===== config.mk =====
export PLATFORM = sky130hd
export DESIGN_NAME = irq_stim_gen
export DESIGN_NICKNAME = d
export VERILOG_FILES = /design/src/irq_gen_pkg.sv /design/src/irq_lfsr_word.sv /design/src/irq_delay_timer.sv /design/src/irq_line_mapper.sv /design/src/irq_mode_fsm.sv /design/src/irq_stim_gen.sv
export VERILOG_INCLUDE_DIRS = /design/src
export SDC_FILE = /design/constraint.sdc
export NUM_CORES = 1
export LEC_CHECK = 0
export BUFFER_PORTS_ARGS = -buffer_cell sky130_fd_sc_hd__buf_4
export CELL_PAD_IN_SITES_DETAIL_PLACEMENT = 0
export CELL_PAD_IN_SITES_GLOBAL_PLACEMENT = 2
export CORE_MARGIN = 2
export CORE_UTILIZATION = 39
export CTS_CLUSTER_DIAMETER = 30
export DETAILED_ROUTE_END_ITERATION = 8
export HOLD_SLACK_MARGIN = 0.06
export PLACE_DENSITY_LB_ADDON = 0.1
export SYNTH_ARGS = -nofsm -noshare
export SYNTH_HDL_FRONTEND = slang
export SYNTH_SLANG_ARGS = --single-unit

===== constraint.sdc =====
create_clock -name clk_i -period 6.7 [get_ports clk_i]
set_clock_uncertainty 0.1 [all_clocks]
set_input_delay 0.335 -clock clk_i [delete_from_list [all_inputs] [get_ports clk_i]]
set_output_delay 0.335 -clock clk_i [all_outputs]
set_load 0.01 [all_outputs]

===== src/irq_gen_cfg.svh =====
`ifndef IRQ_GEN_CFG_SVH
`define IRQ_GEN_CFG_SVH

//////////////////////////////////////////////////
// Request word
//////////////////////////////////////////////////

// One bit per interrupt id
`define IRQ_WORD_W 64

//////////////////////////////////////////////////
// Random delay
//////////////////////////////////////////////////

// Width of the delay bounds and of the down-counter
`define IRQ_DLY_W 16

//////////////////////////////////////////////////
// Pseudo-random source
//////////////////////////////////////////////////

// Reset state of the LFSR, must never be zero
`define IRQ_LFSR_SEED 64'h5A3C_96E1_0F87_D24B
// Right-shift Galois mask for x^64 + x^63 + x^61 + x^60 + 1
`define IRQ_LFSR_TAPS 64'hD800_0000_0000_0000

`endif


===== src/irq_gen_pkg.sv =====
`include "irq_gen_cfg.svh"

package irq_gen_pkg;

  //////////////////////////////////////////////////
  // Generator policy
  //////////////////////////////////////////////////

  // Encoding follows the software view of the mode register
  typedef enum logic [1:0] {
    STANDARD         = 2'd0,
    RANDOM           = 2'd1,
    PC_TRIG          = 2'd2,
    SOFTWARE_DEFINED = 2'd3
  } irq_mode_e;

  //////////////////////////////////////////////////
  // Core interrupt bundle
  //////////////////////////////////////////////////

  // 51 lines in total
  typedef struct packed {
    logic        sw;
    logic        timer;
    logic        ext;
    logic [14:0] fast;
    logic        nmi;
    logic [31:0] fastx;
  } irq_lines_t;

  // Static configuration, only changed while in STANDARD
  // Expects min_cycles <= max_cycles and min_id <= max_id
  typedef struct packed {
    logic [`IRQ_DLY_W-1:0] min_cycles;
    logic [`IRQ_DLY_W-1:0] max_cycles;
    logic [5:0]            min_id;
    logic [5:0]            max_id;
    logic [31:0]           pc_trig;
  } irq_cfg_t;

  //////////////////////////////////////////////////
  // Sequencer
  //////////////////////////////////////////////////

  // DRAW, WAIT and HOLD belong to RANDOM
  // PC_WATCH and PC_ARMED belong to PC_TRIG
  typedef enum logic [2:0] {
    IDLE,
    DRAW,
    WAIT,
    HOLD,
    PC_WATCH,
    PC_ARMED,
    SD_FOLLOW
  } irq_state_e;

endpackage


===== src/irq_lfsr_word.sv =====
`timescale 1ns/10ps
`include "irq_gen_cfg.svh"

module irq_lfsr_word (
  input  logic                   clk_i,
  input  logic                   rst_ni,
  input  logic                   step_i,
  output logic [`IRQ_WORD_W-1:0] word_o
);

  //////////////////////////////////////////////////
  // Galois shift register
  //////////////////////////////////////////////////

  logic [`IRQ_WORD_W-1:0] lfsr_q;
  logic [`IRQ_WORD_W-1:0] lfsr_d;
  logic                   fb;

  // Bit 0 is shifted out and fed back into the tap positions
  assign fb = lfsr_q[0];

  always_comb begin
    lfsr_d = lfsr_q;
    // Advance only on request so runs repeat from reset
    if (step_i) begin
      lfsr_d = {1'b0, lfsr_q[`IRQ_WORD_W-1:1]};
      if (fb) begin
        lfsr_d = lfsr_d ^ `IRQ_LFSR_TAPS;
      end
    end
  end

  // Seed is non-zero so the sequence never locks up
  always_ff @(posedge clk_i or negedge rst_ni) begin
    if (!rst_ni) begin
      lfsr_q <= `IRQ_LFSR_SEED;
    end else begin
      lfsr_q <= lfsr_d;
    end
  end

  //////////////////////////////////////////////////
  // Outputs
  //////////////////////////////////////////////////

  // Whole state is the request word
  // Low bits double as the delay offset
  assign word_o = lfsr_q;

endmodule


===== src/irq_delay_timer.sv =====
`timescale 1ns/10ps
`include "irq_gen_cfg.svh"

module irq_delay_timer (
  input  logic                  clk_i,
  input  logic                  rst_ni,
  input  logic                  load_i,
  input  logic [`IRQ_DLY_W-1:0] value_i,
  output logic                  expired_o
);

  //////////////////////////////////////////////////
  // Down-counter
  //////////////////////////////////////////////////

  logic [`IRQ_DLY_W-1:0] cnt_q;
  // Set by a load, dropped once zero has been reported
  logic                  run_q;

  // A load of N reports expiry N+1 cycles after the loading edge
  always_ff @(posedge clk_i or negedge rst_ni) begin
    if (!rst_ni) begin
      cnt_q <= '0;
      run_q <= 1'b0;
    end else if (load_i) begin
      // Reload wins over an ongoing count
      cnt_q <= value_i;
      run_q <= 1'b1;
    end else if (run_q) begin
      if (cnt_q == '0) begin
        // Expiry seen this cycle, go idle
        run_q <= 1'b0;
      end else begin
        cnt_q <= cnt_q - 1'b1;
      end
    end
  end

  //////////////////////////////////////////////////
  // Expiry
  //////////////////////////////////////////////////

  // Single-cycle pulse while armed and at zero
  assign expired_o = run_q && (cnt_q == '0);

endmodule


===== src/irq_line_mapper.sv =====
`timescale 1ns/10ps
`include "irq_gen_cfg.svh"

module irq_line_mapper (
  input  logic [`IRQ_WORD_W-1:0]  word_i,
  input  logic                    apply_win_i,
  input  logic [5:0]              min_id_i,
  input  logic [5:0]              max_id_i,
  output irq_gen_pkg::irq_lines_t lines_o,
  output logic                    nz_o,
  output logic [5:0]              top_id_o
);

  // Word bits that reach a core line
  // ids 3, 7, 11 and 16 up to 63
  localparam logic [`IRQ_WORD_W-1:0] MAP_MASK = 64'hFFFF_FFFF_FFFF_0888;

  logic [`IRQ_WORD_W-1:0] win_mask;
  logic [`IRQ_WORD_W-1:0] eff_word;

  //////////////////////////////////////////////////
  // Id window
  //////////////////////////////////////////////////

  // Window only applies to the random word
  always_comb begin
    for (int i = 0; i < `IRQ_WORD_W; i++) begin
      win_mask[i] = !apply_win_i || ((6'(i) >= min_id_i) && (6'(i) <= max_id_i));
    end
  end

  assign eff_word = word_i & win_mask & MAP_MASK;

  //////////////////////////////////////////////////
  // Fold onto the bundle
  //////////////////////////////////////////////////

  assign lines_o.sw    = eff_word[3];
  assign lines_o.timer = eff_word[7];
  assign lines_o.ext   = eff_word[11];
  assign lines_o.fast  = eff_word[30:16];
  assign lines_o.nmi   = eff_word[31];
  assign lines_o.fastx = eff_word[63:32];

  // Any mapped line requested
  assign nz_o = |eff_word;

  // Highest set mapped id
  // The last hit in the scan wins
  always_comb begin
    top_id_o = '0;
    for (int i = 0; i < `IRQ_WORD_W; i++) begin
      if (eff_word[i]) begin
        top_id_o = 6'(i);
      end
    end
  end

endmodule


===== src/irq_mode_fsm.sv =====
`timescale 1ns/10ps
`include "irq_gen_cfg.svh"

module irq_mode_fsm (
  input  logic                   clk_i,
  input  logic                   rst_ni,
  input  irq_gen_pkg::irq_mode_e mode_i,
  input  irq_gen_pkg::irq_cfg_t  cfg_i,
  input  logic [31:0]            pc_i,
  input  logic                   pc_valid_i,
  input  logic [`IRQ_WORD_W-1:0] lines_i,
  input  logic                   irq_ack_i,
  input  logic                   word_nz_i,
  input  logic                   dly_expired_i,
  input  logic [`IRQ_DLY_W-1:0]  lfsr_low_i,
  output logic                   lfsr_step_o,
  output logic                   dly_load_o,
  output logic [`IRQ_DLY_W-1:0]  dly_value_o,
  output logic                   sel_rnd_o,
  output logic                   lines_we_o,
  output logic                   lines_clr_o,
  output logic                   pc_sw_o,
  output logic                   irq_id_we_o
);
  import irq_gen_pkg::*;

  irq_state_e             state_q;
  irq_state_e             state_d;
  irq_state_e             state_cur;
  irq_state_e             entry_state;
  logic                   in_mode;
  logic [`IRQ_WORD_W-1:0] cap_q;
  logic                   cap_we;
  logic [`IRQ_DLY_W-1:0]  dly_span;
  logic                   id_we_q;

  //////////////////////////////////////////////////
  // Mode entry
  //////////////////////////////////////////////////

  // Does the stored state belong to the current mode
  always_comb begin
    unique case (mode_i)
      RANDOM: begin
        in_mode     = (state_q == DRAW) || (state_q == WAIT) || (state_q == HOLD);
        entry_state = DRAW;
      end
      PC_TRIG: begin
        in_mode     = (state_q == PC_WATCH) || (state_q == PC_ARMED);
        entry_state = PC_WATCH;
      end
      SOFTWARE_DEFINED: begin
        in_mode     = (state_q == SD_FOLLOW);
        entry_state = SD_FOLLOW;
      end
      default: begin
        in_mode     = (state_q == IDLE);
        entry_state = IDLE;
      end
    endcase
  end

  // A new mode acts in the same cycle it is seen
  assign state_cur = in_mode ? state_q : entry_state;

  //////////////////////////////////////////////////
  // Random delay
  //////////////////////////////////////////////////

  // Offset within the window is taken, anything larger saturates to max
  assign dly_span    = cfg_i.max_cycles - cfg_i.min_cycles;
  assign dly_value_o = (lfsr_low_i <= dly_span) ? cfg_i.min_cycles + lfsr_low_i
                                                : cfg_i.max_cycles;

  //////////////////////////////////////////////////
  // Sequencing
  //////////////////////////////////////////////////

  always_comb begin
    state_d     = state_cur;
    lfsr_step_o = 1'b0;
    dly_load_o  = 1'b0;
    sel_rnd_o   = 1'b0;
    lines_we_o  = 1'b0;
    pc_sw_o     = 1'b0;
    cap_we      = 1'b0;
    unique case (state_cur)
      DRAW: begin
        sel_rnd_o = 1'b1;
        // Keep stepping until the windowed word hits a mapped line
        if (word_nz_i) begin
          dly_load_o = 1'b1;
          state_d    = WAIT;
        end else begin
          lfsr_step_o = 1'b1;
        end
      end
      WAIT: begin
        // LFSR is frozen so the mapper still shows the drawn word
        sel_rnd_o = 1'b1;
        if (dly_expired_i) begin
          lines_we_o = 1'b1;
          state_d    = HOLD;
        end
      end
      HOLD: begin
        sel_rnd_o = 1'b1;
        // Move past the used word before the next draw
        if (irq_ack_i) begin
          lfsr_step_o = 1'b1;
          state_d     = DRAW;
        end
      end
      PC_WATCH: begin
        if (pc_valid_i && (pc_i == cfg_i.pc_trig)) begin
          pc_sw_o = 1'b1;
          cap_we  = 1'b1;
          state_d = PC_ARMED;
        end
      end
      PC_ARMED: begin
        // One-shot trigger, only line changes are tracked from here
        if (lines_i != cap_q) begin
          lines_we_o = 1'b1;
          cap_we     = 1'b1;
        end
      end
      SD_FOLLOW: begin
        // Zero word keeps the last pattern
        lines_we_o = (lines_i != '0);
      end
      default: begin
        state_d = IDLE;
      end
    endcase
  end

  // Acknowledge clears in every mode, STANDARD keeps lines at zero
  assign lines_clr_o = irq_ack_i || (mode_i == STANDARD);

  always_ff @(posedge clk_i or negedge rst_ni) begin
    if (!rst_ni) begin
      state_q <= IDLE;
      id_we_q <= 1'b0;
    end else begin
      state_q <= state_d;
      id_we_q <= irq_ack_i;
    end
  end

  // Snapshot of the software lines for change detection
  always_ff @(posedge clk_i) begin
    if (cap_we) begin
      cap_q <= lines_i;
    end
  end

  // Pulse lines up with the clearing edge
  assign irq_id_we_o = id_we_q;

endmodule


===== src/irq_stim_gen.sv =====
`timescale 1ns/10ps
`include "irq_gen_cfg.svh"

module irq_stim_gen (
  input  logic                    clk_i,
  input  logic                    rst_ni,
  input  irq_gen_pkg::irq_mode_e  mode_i,
  input  irq_gen_pkg::irq_cfg_t   cfg_i,
  input  logic [31:0]             pc_i,
  input  logic                    pc_valid_i,
  input  logic [`IRQ_WORD_W-1:0]  lines_i,
  input  logic                    irq_ack_i,
  input  logic [5:0]              irq_ack_id_i,
  output irq_gen_pkg::irq_lines_t irq_lines_o,
  output logic                    irq_ack_o,
  output logic [5:0]              irq_act_id_o,
  output logic                    irq_id_we_o
);
  import irq_gen_pkg::*;

  // Id of the software line in the request word
  localparam logic [5:0] SW_ID = 6'd3;

  irq_mode_e              mode_q;
  irq_lines_t             lines_q;
  irq_lines_t             map_lines;
  irq_lines_t             sw_only;
  logic [5:0]             act_id_q;
  logic [5:0]             top_id;
  logic                   map_nz;
  logic [`IRQ_WORD_W-1:0] lfsr_word;
  logic [`IRQ_WORD_W-1:0] map_word;
  logic                   lfsr_step;
  logic                   dly_load;
  logic [`IRQ_DLY_W-1:0]  dly_value;
  logic                   dly_expired;
  logic                   sel_rnd;
  logic                   lines_we;
  logic                   lines_clr;
  logic                   pc_sw;

  //////////////////////////////////////////////////
  // Mode register
  //////////////////////////////////////////////////

  always_ff @(posedge clk_i or negedge rst_ni) begin
    if (!rst_ni) begin
      mode_q <= STANDARD;
    end else begin
      mode_q <= mode_i;
    end
  end

  //////////////////////////////////////////////////
  // Blocks
  //////////////////////////////////////////////////

  irq_mode_fsm i_irq_mode_fsm (
    .clk_i         (clk_i),
    .rst_ni        (rst_ni),
    .mode_i        (mode_q),
    .cfg_i         (cfg_i),
    .pc_i          (pc_i),
    .pc_valid_i    (pc_valid_i),
    .lines_i       (lines_i),
    .irq_ack_i     (irq_ack_i),
    .word_nz_i     (map_nz),
    .dly_expired_i (dly_expired),
    .lfsr_low_i    (lfsr_word[`IRQ_DLY_W-1:0]),
    .lfsr_step_o   (lfsr_step),
    .dly_load_o    (dly_load),
    .dly_value_o   (dly_value),
    .sel_rnd_o     (sel_rnd),
    .lines_we_o    (lines_we),
    .lines_clr_o   (lines_clr),
    .pc_sw_o       (pc_sw),
    .irq_id_we_o   (irq_id_we_o)
  );

  irq_delay_timer i_irq_delay_timer (
    .clk_i     (clk_i),
    .rst_ni    (rst_ni),
    .load_i    (dly_load),
    .value_i   (dly_value),
    .expired_o (dly_expired)
  );

  irq_lfsr_word i_irq_lfsr_word (
    .clk_i  (clk_i),
    .rst_ni (rst_ni),
    .step_i (lfsr_step),
    .word_o (lfsr_word)
  );

  // Random word in RANDOM, software word otherwise
  assign map_word = sel_rnd ? lfsr_word : lines_i;

  irq_line_mapper i_irq_line_mapper (
    .word_i      (map_word),
    .apply_win_i (sel_rnd),
    .min_id_i    (cfg_i.min_id),
    .max_id_i    (cfg_i.max_id),
    .lines_o     (map_lines),
    .nz_o        (map_nz),
    .top_id_o    (top_id)
  );

  //////////////////////////////////////////////////
  // Output registers
  //////////////////////////////////////////////////

  // PC trigger raises the software line alone
  always_comb begin
    sw_only    = '0;
    sw_only.sw = 1'b1;
  end

  // Clear has priority over any set or load
  always_ff @(posedge clk_i or negedge rst_ni) begin
    if (!rst_ni) begin
      lines_q <= '0;
    end else if (lines_clr) begin
      lines_q <= '0;
    end else if (pc_sw) begin
      lines_q <= sw_only;
    end else if (lines_we) begin
      lines_q <= map_lines;
    end
  end

  // Carries the core's acknowledged id while irq_id_we_o is high
  always_ff @(posedge clk_i or negedge rst_ni) begin
    if (!rst_ni) begin
      act_id_q <= '0;
    end else if (mode_q == STANDARD) begin
      act_id_q <= '0;
    end else if (irq_ack_i) begin
      act_id_q <= irq_ack_id_i;
    end else if (pc_sw) begin
      act_id_q <= SW_ID;
    end else if (lines_we) begin
      act_id_q <= top_id;
    end
  end

  assign irq_lines_o  = lines_q;
  assign irq_act_id_o = act_id_q;
  // Acknowledge goes straight back to the core
  assign irq_ack_o    = irq_ack_i;

endmodule


* Yosys cells after proc, flatten, opt, wreduce, memory -nomap -nowiden
Index checks and enable logic that the tools add are counted.
** Word-level totals
- Register bits :: 208
- Latch bits :: 0
- Memory bits (writable) :: 0
- Bits in read-only memories :: 0
- Input bits :: 184
- Output and inout port bits :: 59
- Logic and storage cells :: 399
- Memories kept :: 0
** Cells by class
- Add/sub/neg operators :: 3
- Multiply operators :: 0
- Div/mod/pow operators :: 0
- $lt $le $gt $ge :: 129
- Equality and inequality tests :: 18
- Shifts and indexed selects :: 0
- Mux-type cells :: 87
- Bitwise logic cells :: 2
- Reduce and logical (&&, ||, !) cells :: 146
** Operators with widths (number)
- 2-to-1 mux 6 bit :: 54
- >= comparator 6 bit, first input constant :: 32
- less-or-equal comparator 6 bit, first input constant :: 32
- 2-to-1 mux 51 bit :: 3
- 2-to-1 mux 64 bit :: 2
- >= comparator 5 x 6 -> 1 bit, first input constant :: 16
- less-or-equal comparator 5 x 6 -> 1 bit, first input constant :: 16
- logical OR 1 bit :: 68
- logical AND 1 bit :: 66
- bitwise AND 64 bit :: 1
- 2-to-1 mux 16 bit :: 4
- != test 64 bit :: 1
- nonzero test 64 bit :: 1
- OR reduction 51 bit :: 1
- >= comparator 4 x 6 -> 1 bit, first input constant :: 8
- less-or-equal comparator 4 x 6 -> 1 bit, first input constant :: 8
- equality test 32 bit :: 1
- >= comparator 3 x 6 -> 1 bit, first input constant :: 4
- less-or-equal comparator 3 x 6 -> 1 bit, first input constant :: 4
- equality test 3 bit, second input constant :: 6
- adder 16 bit :: 1
- less-or-equal comparator 16 bit :: 1
- logical NOT 16 bit :: 1
- subtractor 16 x 1 -> 16 bit, second input constant :: 1
- other kinds (27) :: 53

* Logic depth before layout (Yosys ltp)
- Word-level depth :: 66
- Depth in mapped cells :: 24
- Gate-level depth less buffers :: 23

* Cells and area by module
From an unflattened synthesis, not the netlist that was laid out.
** Second synthesis, totals
- Cell total of the unflattened synthesis :: 1442
- Area total of the unflattened synthesis :: 14760.4 µm²
** By module, submodules not included
- irq_mode_fsm :: instances 1, cells an instance 531, area each 5514.0 µm², seq. area each 2021.9 µm²
- irq_stim_gen :: instances 1, cells an instance 269, area each 3258.1 µm², seq. area each 1476.4 µm²
- irq_lfsr_word :: instances 1, cells an instance 141, area each 2527.4 µm², seq. area each 1641.6 µm²
- irq_line_mapper :: instances 1, cells an instance 378, area each 2382.3 µm², seq. area each 0.0 µm²
- irq_delay_timer :: instances 1, cells an instance 123, area each 1078.5 µm², seq. area each 425.4 µm²

* Worst setup path before layout
No wires, ideal clock.
- Path kind :: reg2reg
- Start :: reg mode_q[0]
- End :: reg i_irq_mode_fsm.cap_q[0], enable pin
- Setup time :: 0.424 ns
- Arrival :: 3.974 ns
- Required time :: 6.176 ns
- Slack :: 2.202 ns
- Stages on the path, launching flop included :: 13
- Buffers on the path :: 6
- Clock period less this slack :: 4.498 ns
- Cell sequence :: dfrtp_1 buf_2 nand2b_2 buf_4 buf_2 buf_4 buf_4 buf_2 o2111ai_1 or4_1 nor4_1 nand2_1 nand2_1
** Between the ends
- Longest elaborated chain between the ends :: 5
- Elaborated cells between the ends (all ways) :: 9
- Classes of those cells :: eq/ne (5); mux (4)
** RTL lines
- start, declared :: line irq_stim_gen.sv:24 : irq_mode_e mode_q;
- start signal, assigned :: line irq_stim_gen.sv:50 : mode_q <= mode_i;
- equality test 2 bit or equality test 2 x 1 -> 1 bit (tied branches) :: line irq_mode_fsm.sv:43 : unique case (mode_i)
- case mux 3 bit (3 select lines) or case mux 1 bit (3 select lines) (tied branches) :: line irq_mode_fsm.sv:43
- 2-to-1 mux 3 bit * :: line irq_mode_fsm.sv:64 : assign state_cur = in_mode ? state_q : entry_state;
- equality test 3 bit :: line irq_mode_fsm.sv:87 : unique case (state_cur)
- case mux 1 bit (2 select lines) * :: line irq_mode_fsm.sv:87
- via i_irq_mode_fsm.cap_we :: line irq_mode_fsm.sv:33 : logic cap_we;
- end signal, assigned :: line irq_mode_fsm.sv:154 : cap_q <= lines_i;
- end, declared :: line irq_mode_fsm.sv:32 : logic [`IRQ_WORD_W-1:0] cap_q;
The timed path passes the listed nets; every way through them passes the cells marked *.
A chain may end at the register's enable or synchronous reset.

* Final worst setup path
- Start :: reg mode_q[1]
- End :: reg i_irq_lfsr_word.lfsr_q[4] (netlist: i_irq_lfsr_word.word_o[4])
** Between the ends
- Longest elaborated chain between the ends :: 12
- Elaborated cells between the ends (all ways) :: 68
- Classes of those cells :: eq/ne (6); mux (7); bitwise (1); reduce/logical (54)
** RTL lines
- equality test 2 bit or equality test 2 x 1 -> 1 bit (tied branches) :: line irq_mode_fsm.sv:43
- case mux 3 bit (3 select lines) or case mux 1 bit (3 select lines) (tied branches) :: line irq_mode_fsm.sv:43
- 2-to-1 mux 3 bit * :: line irq_mode_fsm.sv:64
- equality test 3 x 1 -> 1 bit or equality test 3 x 2 -> 1 bit (tied branches) :: line irq_mode_fsm.sv:87
- OR reduction 3 bit (no source line)
- 2-to-1 mux 1 bit :: line irq_mode_fsm.sv:87
- logical NOT 1 bit :: line irq_line_mapper.sv:28 : win_mask[i] = !apply_win_i || ((6'(i) >= min_id_i) && (6'(i) <= max_id_i));
- logical OR 1 bit :: line irq_line_mapper.sv:28
- bitwise AND 64 bit :: line irq_line_mapper.sv:32 : assign eff_word = word_i & win_mask & MAP_MASK;
- OR reduction 51 bit :: line irq_line_mapper.sv:46 : assign nz_o = |eff_word;
- 2-to-1 mux 1 bit :: line irq_mode_fsm.sv:91 : if (word_nz_i) begin
- case mux 1 bit (2 select lines) * :: line irq_mode_fsm.sv:87
- end signal, assigned :: line irq_lfsr_word.sv:36 : lfsr_q <= `IRQ_LFSR_SEED;
- end signal, assigned :: line irq_lfsr_word.sv:38 : lfsr_q <= lfsr_d;
- end, declared :: line irq_lfsr_word.sv:15 : logic [`IRQ_WORD_W-1:0] lfsr_q;
Mark *: on every way between the ends. The rest lies on a longest branch, timed or not.

==> results.py <==
metrics = {
    "timing": {
        "final_hold_viol_count": 0,
        "slew_violations": 0,
        "tightest_slew_ns": 1.26,
        "fmax_ghz": 0.201,
        "slew_headroom_pct": 13.9,
        "setup_tns_ns": 0,
        "finalSetupViolCount": 0,
        "fin_ws_ns": 1.72,
        "rsz0062_at_grt": "no",
        "period_share_pct": 74.4,
        "final.min_clock_period_ns": 4.98,
    },
    "clocking": {
        "clk_latency_ns": 0.56,
        "root_buffer": "clkbuf_16",
        "post_cts.repair.setup_buffers": 0,
        "htree_levels": 2,
        "clockBufferDepth": 3,
        "clock_sinks": 208,
        "clkTransAtPathRegs_ns": 0.05,
        "cts_buffers": 50,
        "cts_resized": 0,
        "cts_tree": "yes",
    },
    "logic_synthesis": {
        "synth_ff_type": "dfrtp_1",
        "async_flop_share_pct": 69.2,
        "netlist_area_sq_um": 13700,
        "synth_nets": 1574,
        "synthDistinctLibCells": 83,
        "synth_seq_area_share_pct": 40.5,
        "synth-seq-cells": 208,
        "synth-edff-count": 64,
        "yosysWarnings": 0,
        "synth.avg_cell_area_sq_um": 10.3,
        "syn_inst": 1341,
    },
    "setup_path": {
        "crit_type": "reg -> reg",
        "crit_path_max_incr_delay_ns": 0.86,
        "path_cells": "nand2b_2 > nor3b_1 > a32o_1 > or4_1 > nor4_1 > nand4bb_4 > o21a_4 > nor2_8 > buf_12 > mux2_2",
        "crit_path_top_delay_cell": "nand2b_2",
        "ff2ff_path_depth": 10,
        "crit_fanout": 64,
        "start_kind": "flip-flop",
        "critical_path_arrival_ns": 5.31,
        "required_ns": 7.02,
        "worst_setup_path_end_kind": "flip-flop",
    },
    "floorplanning": {
        "die_h_um": 192,
        "start_util_pct": 39.7,
        "ios": 243,
        "die-area_sq_um": 36800,
        "num_rows": 68,
        "die_w_um": 192,
        "core-area_sq_um": 34600,
    },
    "pwr": {
        "leakage_nw": 7.83,
        "power.density_nw_per_um2": 248,
        "peakVddDrop_v": 0.000186,
        "total_power_w": 0.00458,
    },
    "status": {
        "outcome": "finished, final reports clean",
    },
    "detailed_routing": {
        "drtPass1Iterations": 5,
        "routedWlPerCell_um": 23.3,
        "wirelength_um": 50200,
        "viasPerCell": 5.65,
        "vias": 12200,
        "antenna_left": 0,
        "drt_first_iter_violations": 852,
        "drc": 0,
    },
    "finish": {
        "area_growth_pct": 34.4,
        "final_common_cell": "buf_4",
        "final_cell_mix": "buf_4, dfrtp_1, xnor2_1",
        "drive_gt1_share_pct": 27.2,
        "num_antenna_cells": 0,
        "final_net_count": 1893,
        "fillers": 3151,
    },
    "global_route": {
        "gr-max-usage-layer": "met2",
        "grt_pass1_vias": 12100,
        "grt_usage_pct": 27.0,
        "met1_usage_pct": 34.0,
        "use_met2_pct": 46.3,
        "grt_pass1_wl_um": 74500,
        "grt_start_max_net_pins": 80,
        "grt-ovfl-total": 0,
        "antenna_found_initial": 0,
        "gr-usage-met3_pct": 3.40,
    },
    "min_path": {
        "hold_class": "in -> reg",
        "hold_depth": 3,
    },
    "place": {
        "place_ws_ns": 1.79,
        "dp_hpwl_um": 37900,
        "portBuffers": 242,
        "finalWeightedCongestion": 0.907,
    },
    "flow_run": {
        "cap_violations": 0,
    },
}
## path summary, 6_finish.rpt
path / start / to / slack (ns)
setup / recovery: mode_q[1] / i_irq_lfsr_word.word_o[4] / 1.72
hold / removal: cfg_i[54] / i_irq_delay_timer.cnt_q[10] / 0.08
setup reg to reg: mode_q[1] / i_irq_lfsr_word.word_o[4] / 1.72
hold reg to reg: irq_act_id_o[5] / irq_act_id_o[5] / 0.39
max in group asynchronous: rst_ni / i_irq_lfsr_word.word_o[54] / 4.84
min in group asynchronous: rst_ni / irq_lines_o[30] / 0.32
## layout make-up
class                   instances  area [sq um]  area share (%)
clock buffers                  67          1440            7.78
well taps                     455           569            3.08
multi-input cells            1020          7630            41.3
repair buffers                340          2790            15.1
clock inverters                26           332            1.80
flip-flops and latches        208          5570            30.1
inverters                      40           150           0.813
## kinds of logic (layout without fill, tap and decap cells)
kind of cell | after synthesis | in the layout | share of synthesized area (%)
compound gates | 312 | 312 | 16.3
xor+xnor | 137 | 137 | 8.73
fa+ha+maj | 49 | 49 | 4.57
buf+inv | 113 | 473 | 4.22
flops | 208 | 208 | 40.5
mux | 109 | 109 | 10.0
simple gates | 413 | 413 | 15.7
## where the power goes
part,internal (W),switching [W],total [W]
Clock,0.00170,0.000786,0.00249
Combinational,0.000305,0.000390,0.000695
Sequential,0.00136,0.0000399,0.00140
Total,0.00337,0.00122,0.00458
## registers in the layout, summed over array words and instances, names as in the netlist
signal,count
i_irq_delay_timer.cnt_q,16
i_irq_delay_timer.run_q,1
i_irq_lfsr_word.word_o,64
i_irq_mode_fsm.cap_q,64
i_irq_mode_fsm.irq_id_we_o,1
i_irq_mode_fsm.state_q,3
irq_act_id_o,6
irq_lines_o,51
mode_q,2
## stage by stage
stage	hold slack, ns	cell area, sq um	util [%]	cells
floorplan	-0.0606	13700	-	1341
global placement	0.350	15900	45.8	1980
detailed placement	0.345	15900	45.8	1980
CTS	0.0601	18500	53.3	2156
global route	0.0895	18500	53.3	2156
finish	0.0761	18500	53.3	2156
## layer usage
layer | wire length [um] | vias to the layer above
met3 | 2650 | 98
met4 | 2090 | 0
met1 | 20900 | 5980
met5 | 0 | -
li1 | - | 5681
met2 | 24500 | 420
## synthesized netlist by cell type (6+ instances only)
master	instances	area, sq um
o31a_1	6	52.6
nor3_1	26	130
dfstp_2	32	841
mux2i_1	49	490
or3_1	9	56.3
a31oi_1	12	75.1
o21a_1	15	113
inv_1	40	150
xor2_1	29	254
o211ai_1	12	90.1
a21o_1	16	120
o21bai_1	8	60.1
a21oi_1	57	285
o2111ai_1	12	105
buf_2	26	130
o31ai_1	12	90.1
nand3_1	25	125
o41ai_1	12	105
nor2b_1	13	81.3
a211oi_1	30	225
a32oi_1	9	78.8
nand4_1	32	200
clkbuf_1	27	101
buf_1	6	22.5
or2_2	10	62.6
or4_1	7	52.6
edfxtp_1	64	1920
ha_1	47	588
o21ai_0	48	240
mux2_4	56	841
and3_1	10	62.6
nor4_1	36	225
a32o_1	9	90.1
nand2b_1	15	93.8
buf_4	6	45.0
dfrtp_1	112	2800
xnor2_1	108	946
and2_1	11	68.8
nand2_1	88	330
nor2_1	102	383
## worst max-delay path, delay by kind of cell, from the launching register on
| kind | cells | cell delay (ns) |
|---|---|---|
| flops | 1 | 0.55 |
| buf+inv | 1 | 0.36 |
| compound gates | 2 | 0.62 |
| simple gates | 6 | 2.75 |
| mux | 1 | 0.39 |
## repair_timing
action | 4_1_cts | 5_1_grt
hold buffers | 83 | 0
endpoints found under the hold margin | 157 | 0
endpoints found under the setup margin | 0 | 0
Note: power is estimated with default switching activity, not from simulation.
